--- src/uart_config.svh ---
`ifndef UART_CONFIG_SVH
`define UART_CONFIG_SVH

// ####################
// Serial timing
// ####################

// Clocks per bit period.
`define UART_BAUD_DIV 16

`define UART_GAP_BITS 4     // Idle bit periods between the two write frames.
`define UART_RX_TIMEOUT 32  // Bit periods to wait for a reply start bit.

`endif

--- src/uart_pkg.sv ---
package uart_pkg;

  // ####################
  // Command and operation
  // ####################

  typedef struct packed {
    logic       wr;  // Set for a write command.
    logic [6:0] hi;
    logic [7:0] lo;
  } cmd_t;

  typedef enum logic {
    op_read  = 1'b0,
    op_write = 1'b1
  } uart_op_t;

  // ####################
  // Serial side
  // ####################

  typedef struct packed {
    logic       start;  // One-cycle strobe that launches a frame.
    logic [7:0] data;
  } tx_req_t;

  typedef struct packed {
    logic parity_err;
    logic frame_err;  // Stop bit sampled low.
    logic timeout;
  } rx_status_t;

  typedef struct packed {
    logic [7:0] data;
    rx_status_t status;
  } rx_result_t;

  // Even parity bit, used by both the transmitter and the receiver check.
  function automatic logic even_parity(input logic [7:0] d);
    return ^d;
  endfunction

endpackage

--- src/uart_byte_rx.sv ---
`timescale 1ns/1ps
`include "uart_config.svh"

module uart_byte_rx (
  input  logic                 clk,
  input  logic                 rst_n,
  input  logic                 rx,
  input  logic                 rx_arm,
  output uart_pkg::rx_result_t rx_res,
  output logic                 rx_valid
);
  import uart_pkg::*;

  localparam int DIV  = `UART_BAUD_DIV;
  localparam int HALF = DIV / 2;
  localparam int TMO  = `UART_RX_TIMEOUT;
  localparam int BW   = $clog2(DIV);
  localparam int TW   = $clog2(TMO + 1);

  typedef enum logic [1:0] {
    R_IDLE,
    R_HUNT,
    R_RECV
  } rx_state_t;

  rx_state_t     state;
  logic          rx_s1;
  logic          rx_s2;
  logic          rx_d;
  logic [BW-1:0] baud_cnt;
  logic [TW-1:0] tmo_bits;
  logic [3:0]    bit_idx;
  logic [7:0]    shift_q;
  logic          par_q;
  logic          mid;
  logic          stop_hit;
  logic          tmo_hit;
  rx_status_t    status;

  assign mid      = (state == R_RECV) && (baud_cnt == BW'(HALF - 1));
  assign stop_hit = mid && (bit_idx == 4'd10);
  assign tmo_hit  = (state == R_HUNT) && (baud_cnt == BW'(DIV - 1)) &&
                    (tmo_bits == TW'(TMO - 1));

  // ####################
  // Line tracking
  // ####################

  always_ff @(posedge clk or negedge rst_n)
  begin
    if (!rst_n)
    begin
      rx_s1    <= 1'b1;
      rx_s2    <= 1'b1;
      rx_d     <= 1'b1;
      state    <= R_IDLE;
      baud_cnt <= '0;
      tmo_bits <= '0;
      bit_idx  <= '0;
    end
    else
    begin
      rx_s1 <= rx;
      rx_s2 <= rx_s1;
      rx_d  <= rx_s2;
      case (state)
        R_IDLE:
        begin
          if (rx_arm)
          begin
            state    <= R_HUNT;
            baud_cnt <= '0;
            tmo_bits <= '0;
          end
        end
        R_HUNT:
        begin
          if (rx_d && !rx_s2)
          begin
            state    <= R_RECV;  // Falling edge marks the start bit.
            baud_cnt <= '0;
            bit_idx  <= '0;
          end
          else if (tmo_hit)
            state <= R_IDLE;
          else if (baud_cnt == BW'(DIV - 1))
          begin
            baud_cnt <= '0;
            tmo_bits <= tmo_bits + 1'b1;
          end
          else
            baud_cnt <= baud_cnt + 1'b1;
        end
        R_RECV:
        begin
          if (stop_hit)
            state <= R_IDLE;
          else if (mid && (bit_idx == 4'd0) && rx_s2)
          begin
            state    <= R_HUNT;  // Glitch, not a real start bit.
            baud_cnt <= '0;
          end
          else if (baud_cnt == BW'(DIV - 1))
          begin
            baud_cnt <= '0;
            bit_idx  <= bit_idx + 4'd1;
          end
          else
            baud_cnt <= baud_cnt + 1'b1;
        end
        default: state <= R_IDLE;
      endcase
    end
  end

  always_ff @(posedge clk)
  begin
    if (mid && (bit_idx >= 4'd1) && (bit_idx <= 4'd8))
      shift_q <= {rx_s2, shift_q[7:1]};  // LSB arrives first.
    if (mid && (bit_idx == 4'd9))
      par_q <= rx_s2;
  end

  // ####################
  // Result
  // ####################

  always_comb
  begin
    status.parity_err = stop_hit && (even_parity(shift_q) != par_q);
    status.frame_err  = stop_hit && !rx_s2;
    status.timeout    = tmo_hit;
  end

  assign rx_valid = stop_hit || tmo_hit;
  assign rx_res   = '{data: (stop_hit ? shift_q : 8'h00), status: status};

endmodule

--- src/uart_byte_tx.sv ---
`timescale 1ns/1ps
`include "uart_config.svh"

module uart_byte_tx (
  input  logic              clk,
  input  logic              rst_n,
  input  uart_pkg::tx_req_t tx_req,
  output logic              tx,
  output logic              tx_done
);
  import uart_pkg::*;

  localparam int DIV = `UART_BAUD_DIV;
  localparam int BW  = $clog2(DIV);

  logic          busy;
  logic [BW-1:0] baud_cnt;
  logic [3:0]    bit_idx;
  logic [9:0]    shift_q;  // Data, parity and stop still to go.
  logic          load;
  logic          bit_end;

  assign load    = !busy && tx_req.start;
  assign bit_end = busy && (baud_cnt == BW'(DIV - 1));
  assign tx_done = bit_end && (bit_idx == 4'd10);  // Last clock of the stop bit.

  // ####################
  // Bit timing
  // ####################

  always_ff @(posedge clk or negedge rst_n)
  begin
    if (!rst_n)
    begin
      busy     <= 1'b0;
      baud_cnt <= '0;
      bit_idx  <= '0;
      tx       <= 1'b1;
    end
    else if (load)
    begin
      busy     <= 1'b1;
      baud_cnt <= '0;
      bit_idx  <= '0;
      tx       <= 1'b0;  // Start bit.
    end
    else if (bit_end)
    begin
      baud_cnt <= '0;
      if (bit_idx == 4'd10)
        busy <= 1'b0;
      else
      begin
        bit_idx <= bit_idx + 4'd1;
        tx      <= shift_q[0];
      end
    end
    else if (busy)
      baud_cnt <= baud_cnt + 1'b1;
  end

  always_ff @(posedge clk)
  begin
    if (load)
      shift_q <= {1'b1, even_parity(tx_req.data), tx_req.data};
    else if (bit_end)
      shift_q <= {1'b1, shift_q[9:1]};
  end

endmodule

--- src/uart_cmd_decode.sv ---
`timescale 1ns/1ps

module uart_cmd_decode (
  input  logic               clk,
  input  logic               rst_n,
  input  uart_pkg::cmd_t     cmd_in,
  input  logic               cmd_vld,
  input  logic               done,
  output logic               cmd_rdy,
  output logic               go,
  output uart_pkg::uart_op_t op,
  output uart_pkg::cmd_t     cmd
);
  import uart_pkg::*;

  logic busy;
  logic accept;

  assign cmd_rdy = !busy;
  assign accept  = cmd_vld && !busy;  // A command while busy is simply dropped.

  always_ff @(posedge clk or negedge rst_n)
  begin
    if (!rst_n)
    begin
      busy <= 1'b0;
      go   <= 1'b0;
    end
    else
    begin
      go <= accept;
      if (accept)
        busy <= 1'b1;
      else if (done)
        busy <= 1'b0;  // Port reopens the cycle after done.
    end
  end

  always_ff @(posedge clk)
  begin
    if (accept)
      cmd <= cmd_in;
  end

  assign op = cmd.wr ? op_write : op_read;  // Held stable for the whole operation.

endmodule

--- src/uart_cmd_sequencer.sv ---
`timescale 1ns/1ps
`include "uart_config.svh"

module uart_cmd_sequencer (
  input  logic               clk,
  input  logic               rst_n,
  input  logic               go,
  input  uart_pkg::uart_op_t op,
  input  uart_pkg::cmd_t     cmd,
  input  logic               tx_done,
  input  logic               rx_valid,
  output uart_pkg::tx_req_t  tx_req,
  output logic               rx_arm,
  output logic               done
);
  import uart_pkg::*;

  localparam int DIV = `UART_BAUD_DIV;
  localparam int GAP = `UART_GAP_BITS;
  localparam int BW  = $clog2(DIV);
  localparam int GW  = $clog2(GAP + 1);

  typedef enum logic [2:0] {
    S_IDLE,
    S_SEND_HI,
    S_GAP,
    S_SEND_LO,
    S_WAIT_RX
  } seq_state_t;

  seq_state_t    state;
  logic [BW-1:0] baud_cnt;
  logic [GW-1:0] gap_bits;
  logic          gap_end;

  // Two cycles early, since the request and the transmitter each add one.
  assign gap_end = (gap_bits == GW'(GAP - 1)) && (baud_cnt == BW'(DIV - 2));

  always_ff @(posedge clk or negedge rst_n)
  begin
    if (!rst_n)
    begin
      state    <= S_IDLE;
      baud_cnt <= '0;
      gap_bits <= '0;
      tx_req   <= '0;
      rx_arm   <= 1'b0;
      done     <= 1'b0;
    end
    else
    begin
      tx_req.start <= 1'b0;
      rx_arm       <= 1'b0;
      done         <= 1'b0;
      case (state)
        S_IDLE:
        begin
          if (go)
          begin
            tx_req <= '{start: 1'b1, data: {cmd.wr, cmd.hi}};
            state  <= S_SEND_HI;
          end
        end
        S_SEND_HI:
        begin
          if (tx_done && (op == op_write))
          begin
            state    <= S_GAP;
            baud_cnt <= '0;
            gap_bits <= '0;
          end
          else if (tx_done)
          begin
            rx_arm <= 1'b1;
            state  <= S_WAIT_RX;
          end
        end
        S_GAP:
        begin
          if (gap_end)
          begin
            tx_req <= '{start: 1'b1, data: cmd.lo};
            state  <= S_SEND_LO;
          end
          else if (baud_cnt == BW'(DIV - 1))
          begin
            baud_cnt <= '0;
            gap_bits <= gap_bits + 1'b1;
          end
          else
            baud_cnt <= baud_cnt + 1'b1;
        end
        S_SEND_LO:
        begin
          if (tx_done)
          begin
            done  <= 1'b1;
            state <= S_IDLE;
          end
        end
        S_WAIT_RX:
        begin
          if (rx_valid)
          begin
            done  <= 1'b1;  // Reply or timeout, either way the read is over.
            state <= S_IDLE;
          end
        end
        default: state <= S_IDLE;
      endcase
    end
  end

endmodule

--- src/uart_ctrl_top.sv ---
`timescale 1ns/1ps

module uart_ctrl_top (
  input  logic                 clk,
  input  logic                 rst_n,
  input  uart_pkg::cmd_t       cmd_in,
  input  logic                 cmd_vld,
  input  logic                 rx,
  output logic                 tx,
  output logic                 cmd_rdy,
  output logic [7:0]           read_data,
  output uart_pkg::rx_status_t read_status,
  output logic                 read_rdy
);
  import uart_pkg::*;

  logic       go;
  uart_op_t   op;
  cmd_t       cmd;
  logic       done;
  tx_req_t    tx_req;
  logic       tx_done;
  logic       rx_arm;
  rx_result_t rx_res;
  logic       rx_valid;

  // ####################
  // Decode and sequence
  // ####################

  uart_cmd_decode u_decode (
    .clk     (clk),
    .rst_n   (rst_n),
    .cmd_in  (cmd_in),
    .cmd_vld (cmd_vld),
    .done    (done),
    .cmd_rdy (cmd_rdy),
    .go      (go),
    .op      (op),
    .cmd     (cmd)
  );

  uart_cmd_sequencer u_seq (
    .clk      (clk),
    .rst_n    (rst_n),
    .go       (go),
    .op       (op),
    .cmd      (cmd),
    .tx_done  (tx_done),
    .rx_valid (rx_valid),
    .tx_req   (tx_req),
    .rx_arm   (rx_arm),
    .done     (done)
  );

  // ####################
  // Serial line
  // ####################

  uart_byte_tx u_tx (
    .clk     (clk),
    .rst_n   (rst_n),
    .tx_req  (tx_req),
    .tx      (tx),
    .tx_done (tx_done)
  );

  uart_byte_rx u_rx (
    .clk      (clk),
    .rst_n    (rst_n),
    .rx       (rx),
    .rx_arm   (rx_arm),
    .rx_res   (rx_res),
    .rx_valid (rx_valid)
  );

  uart_read_result u_result (
    .clk         (clk),
    .rst_n       (rst_n),
    .rx_res      (rx_res),
    .rx_valid    (rx_valid),
    .read_data   (read_data),
    .read_status (read_status),
    .read_rdy    (read_rdy)
  );

endmodule

--- src/uart_read_result.sv ---
`timescale 1ns/1ps

module uart_read_result (
  input  logic                 clk,
  input  logic                 rst_n,
  input  uart_pkg::rx_result_t rx_res,
  input  logic                 rx_valid,
  output logic [7:0]           read_data,
  output uart_pkg::rx_status_t read_status,
  output logic                 read_rdy
);
  import uart_pkg::*;

  rx_result_t res_q;

  always_ff @(posedge clk or negedge rst_n)
  begin
    if (!rst_n)
      read_rdy <= 1'b0;
    else
      read_rdy <= rx_valid;
  end

  // Held until the next read completes.
  always_ff @(posedge clk)
  begin
    if (rx_valid)
      res_q <= rx_res;
  end

  assign read_data   = res_q.data;
  assign read_status = res_q.status;

endmodule
--- config.mk ---
export PLATFORM = sky130hd
export DESIGN_NAME = uart_ctrl_top
export DESIGN_NICKNAME = d
export VERILOG_FILES = /design/src/uart_pkg.sv /design/src/uart_byte_rx.sv /design/src/uart_byte_tx.sv /design/src/uart_cmd_decode.sv /design/src/uart_cmd_sequencer.sv /design/src/uart_ctrl_top.sv /design/src/uart_read_result.sv
export VERILOG_INCLUDE_DIRS = /design/src
export SDC_FILE = /design/constraint.sdc
export NUM_CORES = 1
export LEC_CHECK = 0
export BUFFER_PORTS_ARGS = -buffer_cell sky130_fd_sc_hd__buf_2
export CAP_MARGIN = 0
export CORE_UTILIZATION = 55
export CTS_CLUSTER_DIAMETER = 60
export DETAILED_ROUTE_END_ITERATION = 6
export PLACE_DENSITY = 0.76
export SYNTH_ARGS = -nofsm -noshare
export SYNTH_HDL_FRONTEND = slang
export SYNTH_HIERARCHICAL = 1
export SYNTH_SLANG_ARGS = --single-unit
--- constraint.sdc ---
create_clock -name clk -period 2.9 [get_ports clk]
set_input_delay 0.58 -clock clk [delete_from_list [all_inputs] [get_ports clk]]
set_output_delay 0.58 -clock clk [all_outputs]
set_load 0.02 [all_outputs]
==> metrics.csv <==
stage;metric;value;unit
run_status;status;finished clean;
placement;portBuffers;33;
critical_path;cpLargestDelayFamily;simple AND/OR/NAND/NOR gates;
clock_network;clk_path_buf_depth;2;
sta;drv_slew;0;
drt;top_layer;met4;
yosys;synth_xor_area_frac;0.0347;
drt;post_drt_via_cell_ratio;5.82;
clock_network;post_cts_buffers;0;
pwr;p_comb_frac;0.064;
drt;drt-met1-wl;3850;um
sta;setup_violations;0;
yosys;synth_adder_area_share;0.0454;
sta;fmax;457;MHz
yosys;postSynth.asyncResetShare;0.541;
placement;hpwl;5780;um
critical_path;max_stage_delay;0.43;ns
drt;drt_iter0_markers;130;
cells_and_area;post_route_cells_drive_above_1_share;0.200;
yosys;yosysWarnings;6;
yosys;synth.avg_cell_area;12.3;um^2
cells_and_area;diodes;0;
worst_hold_path;hold_path_class;in2async;
global_routing;grt_antenna_before_repair;0;
critical_path;worstSetupStartpointType;flop;
pwr;sequentialPowerShare;0.625;
yosys;seq_area_frac_synth;0.572;
clock_network;cts_tree;yes;
yosys;synthFlopType;dfrtp_1;
critical_path;timing.rr.end;u_result/read_data[5];
die;die_w;94.3;um
sta;worstMarginPinSlew;0.859;ns
clock_network;htreeDepth;3;
pwr;switching_share;0.240;
drt;wl_per_cell;15.5;um
cells_and_area;synthToLayoutAreaGrowth;8.76;%
pwr;p_leak;2.02;nW
yosys;syn_nets;418;
critical_path;slowest_stage;dfrtp_1;
critical_path;required;2.93;ns
drt;wl_met3;303;um
global_routing;overflow;0;
sta;relSlewSlack;0.424;
yosys;synth_compound_area_frac;0.128;
clock_network;clock_sinks;98;
yosys;synth-edff-count;45;
drt;num_vias;3055;
run;max-cap-violations;0;
pwr;switchingPower;598;uW
yosys;synthSimpleGateAreaFrac;0.158;
yosys;synth.area.mux_share;0.0246;
yosys;syn_area;0.00469;mm^2
global_routing;grt_max_degree;29;
critical_path;cp_common_cell;inv_1;
global_routing;track_usage;0.201;
drt;detail-route-antenna-nets;0;
drt;dr_wl_met2;3860;um
clock_network;cts-root-buf;clkbuf_8;
die;initial_core_util;0.570;
die;core_area;0.00822;mm^2
cells_and_area;final_nets;452;
critical_path;ff2ff_path_depth;5;
yosys;ys_seq_elements;98;
critical_path;endpoint_kind;flop;
die;die_h;94.3;um
sta;skew;0.00881;ns
global_routing;grt_pass1_wl;13700;um
cells_and_area;final_core_util;0.620;
critical_path;crit_arrival;2.22;ns
sta;fin_tns_setup;0;ns
placement;gp_congestion;0.823;
pwr;clkPwrFrac;0.310;
clock_network;cts_hold_buf;0;
pwr;power;2.49;mW
sta;grt_setup_unrepaired;false;
die;num_io_pins;34;
sta;min_period;2.19;ns
die;die_area;0.00890;mm^2
critical_path;crit_chain;inv_1 > ha_1 > inv_1 > nor3_1 > or2_2;
pwr;p_int;1.89;mW
critical_path;crit_fanout;14;
yosys;synth_top_family_by_area;simple AND/OR/NAND/NOR gates;
sta;post-route-period-util;0.755;
global_routing;grt_pass1_vias;2895;
critical_path;reg2reg_slack;0.71;ns
clock_network;clk_pin_slew;0.09;ns
critical_path;r2r_start;u_rx/state[1];
yosys;yosysUniqueCellTypes;71;
die;std_cell_rows;33;
drt;drc_errors;0;
pwr;power_density;489;mW/mm^2
drt;drt-total-wl;8150;um
yosys;syn_inst;381;
critical_path;path_buf_inv;2;
drt;drtPass1Iterations;4;
clock_network;cts_buffers;9;
clock_network;worstSkewPairLatency;0.36;ns
sta;hold_viol;0;
clock_network;post_cts_resized;0;
pwr;vdd_ir_drop_max;0.238;mV
critical_path;criticalPathCategory;reg2reg;
==> sequential cells by signal, indices dropped and copies added (netlist names), 2 cells and up <==
signal                cells
u_decode/cmd             16
u_result/read_data        8
u_result/read_status      3
u_rx/baud_cnt             4
u_rx/bit_idx              4
u_rx/shift_q              8
u_rx/state                2
u_rx/tmo_bits             6
u_seq/baud_cnt            4
u_seq/gap_bits            3
u_seq/state               3
u_seq/tx_req              9
u_tx/baud_cnt             4
u_tx/bit_idx              4
u_tx/shift_q              9
==> synth_stat cells (all sizes together), types with 9 or more instances <==
library cell,count,area [um^2]
nor2,12,45.0
and3,12,76.3
ha,17,213
mux2,9,105
buf,10,73.8
nand2,20,77.6
o21ai,27,135
nand3,11,55.1
a21oi,13,65.1
xnor2,14,123
edfxtp,45,1350
inv,21,78.8
and2,10,62.6
dfrtp,49,1230
==> how the worst max path moves through the flow <==
stage / startpoint / endpoint / slack, ns / cells after the start
2_1_floorplan: u_rx/state[0] / u_rx/shift_q[0] / 0.88 / 5
3_3_place_gp: u_rx/state[1] / u_result/read_data[6] / 0.83 / 5
3_5_place_dp: u_rx/state[1] / u_result/read_data[6] / 0.75 / 5
4_1_cts: u_rx/state[1] / u_result/read_data[5] / 0.72 / 5
5_1_grt: u_rx/state[1] / u_seq/done / 0.54 / 7
6_report: u_rx/state[1] / u_result/read_data[5] / 0.71 / 5
==> stage by stage <==
| step | area (um^2) | hold slack (ns) | worst slack [ns] | cells |
|---|---|---|---|---|
| floorplan | 4690 | 0.284 | 0.884 | 381 |
| global placement | 4930 | 0.346 | 0.829 | 509 |
| detailed placement | 4930 | 0.348 | 0.751 | 509 |
| CTS | 5100 | 0.257 | 0.720 | 525 |
| global route | 5100 | 0.280 | 0.536 | 525 |
| finish | 5100 | 0.238 | 0.710 | 525 |
==> layout by cell type (no fill, tap or decap), types with 7 or more instances in the layout <==
cell / count
a21oi_1: 13
a221o_1: 8
and2_1: 10
and3_1: 11
buf_2: 33
clkbuf_8: 9
dfrtp_1: 49
edfxtp_1: 45
ha_1: 17
inv_1: 20
mux2_2: 8
nand2_1: 19
nand2b_1: 8
nand3_1: 11
nor2_1: 12
nor2b_1: 7
nor3_1: 8
o21ai_0: 27
xnor2_1: 14
==> metal layers <==
layer / GRT usage / vias to the layer above
met4: 0.0782 / 0
met5: 0 / -
met2: 0.319 / 75
met1: 0.278 / 1491
met3: 0.0340 / 12
li1: - / 1477
==> area by class of cell <==
type / instances / area, um^2
fill: 679 / 3120
tap: 105 / 131
sequential: 98 / 2680
multi-input combinational: 247 / 1830
timing repair buffer: 38 / 203
clock buffer: 10 / 128
inverter: 21 / 78.8
clock inverter: 6 / 41.3
==> power by group through the flow <==
stage / logic, mW / registers, mW / clock network [mW]
floorplan: 0.103 / 1.58 / 0
global placement: 0.151 / 1.58 / 0
detailed placement: 0.165 / 1.58 / 0
CTS: 0.164 / 1.56 / 0.802
global route: 0.180 / 1.56 / 0.841
finish: 0.160 / 1.56 / 0.773
==> cells by family (layout without fill, tap and decap cells) <==
family	count (synthesis)	in the layout
XOR/XNOR	17	17
AND/OR/NAND/NOR	121	121
adder cells (fa/ha/maj)	17	17
buffers and inverters	36	75
flip-flops	98	98
multiplexers	10	10
AO/OA/AOI/OAI	82	82
No activity file was read; power rests on OpenSTA's default activity.
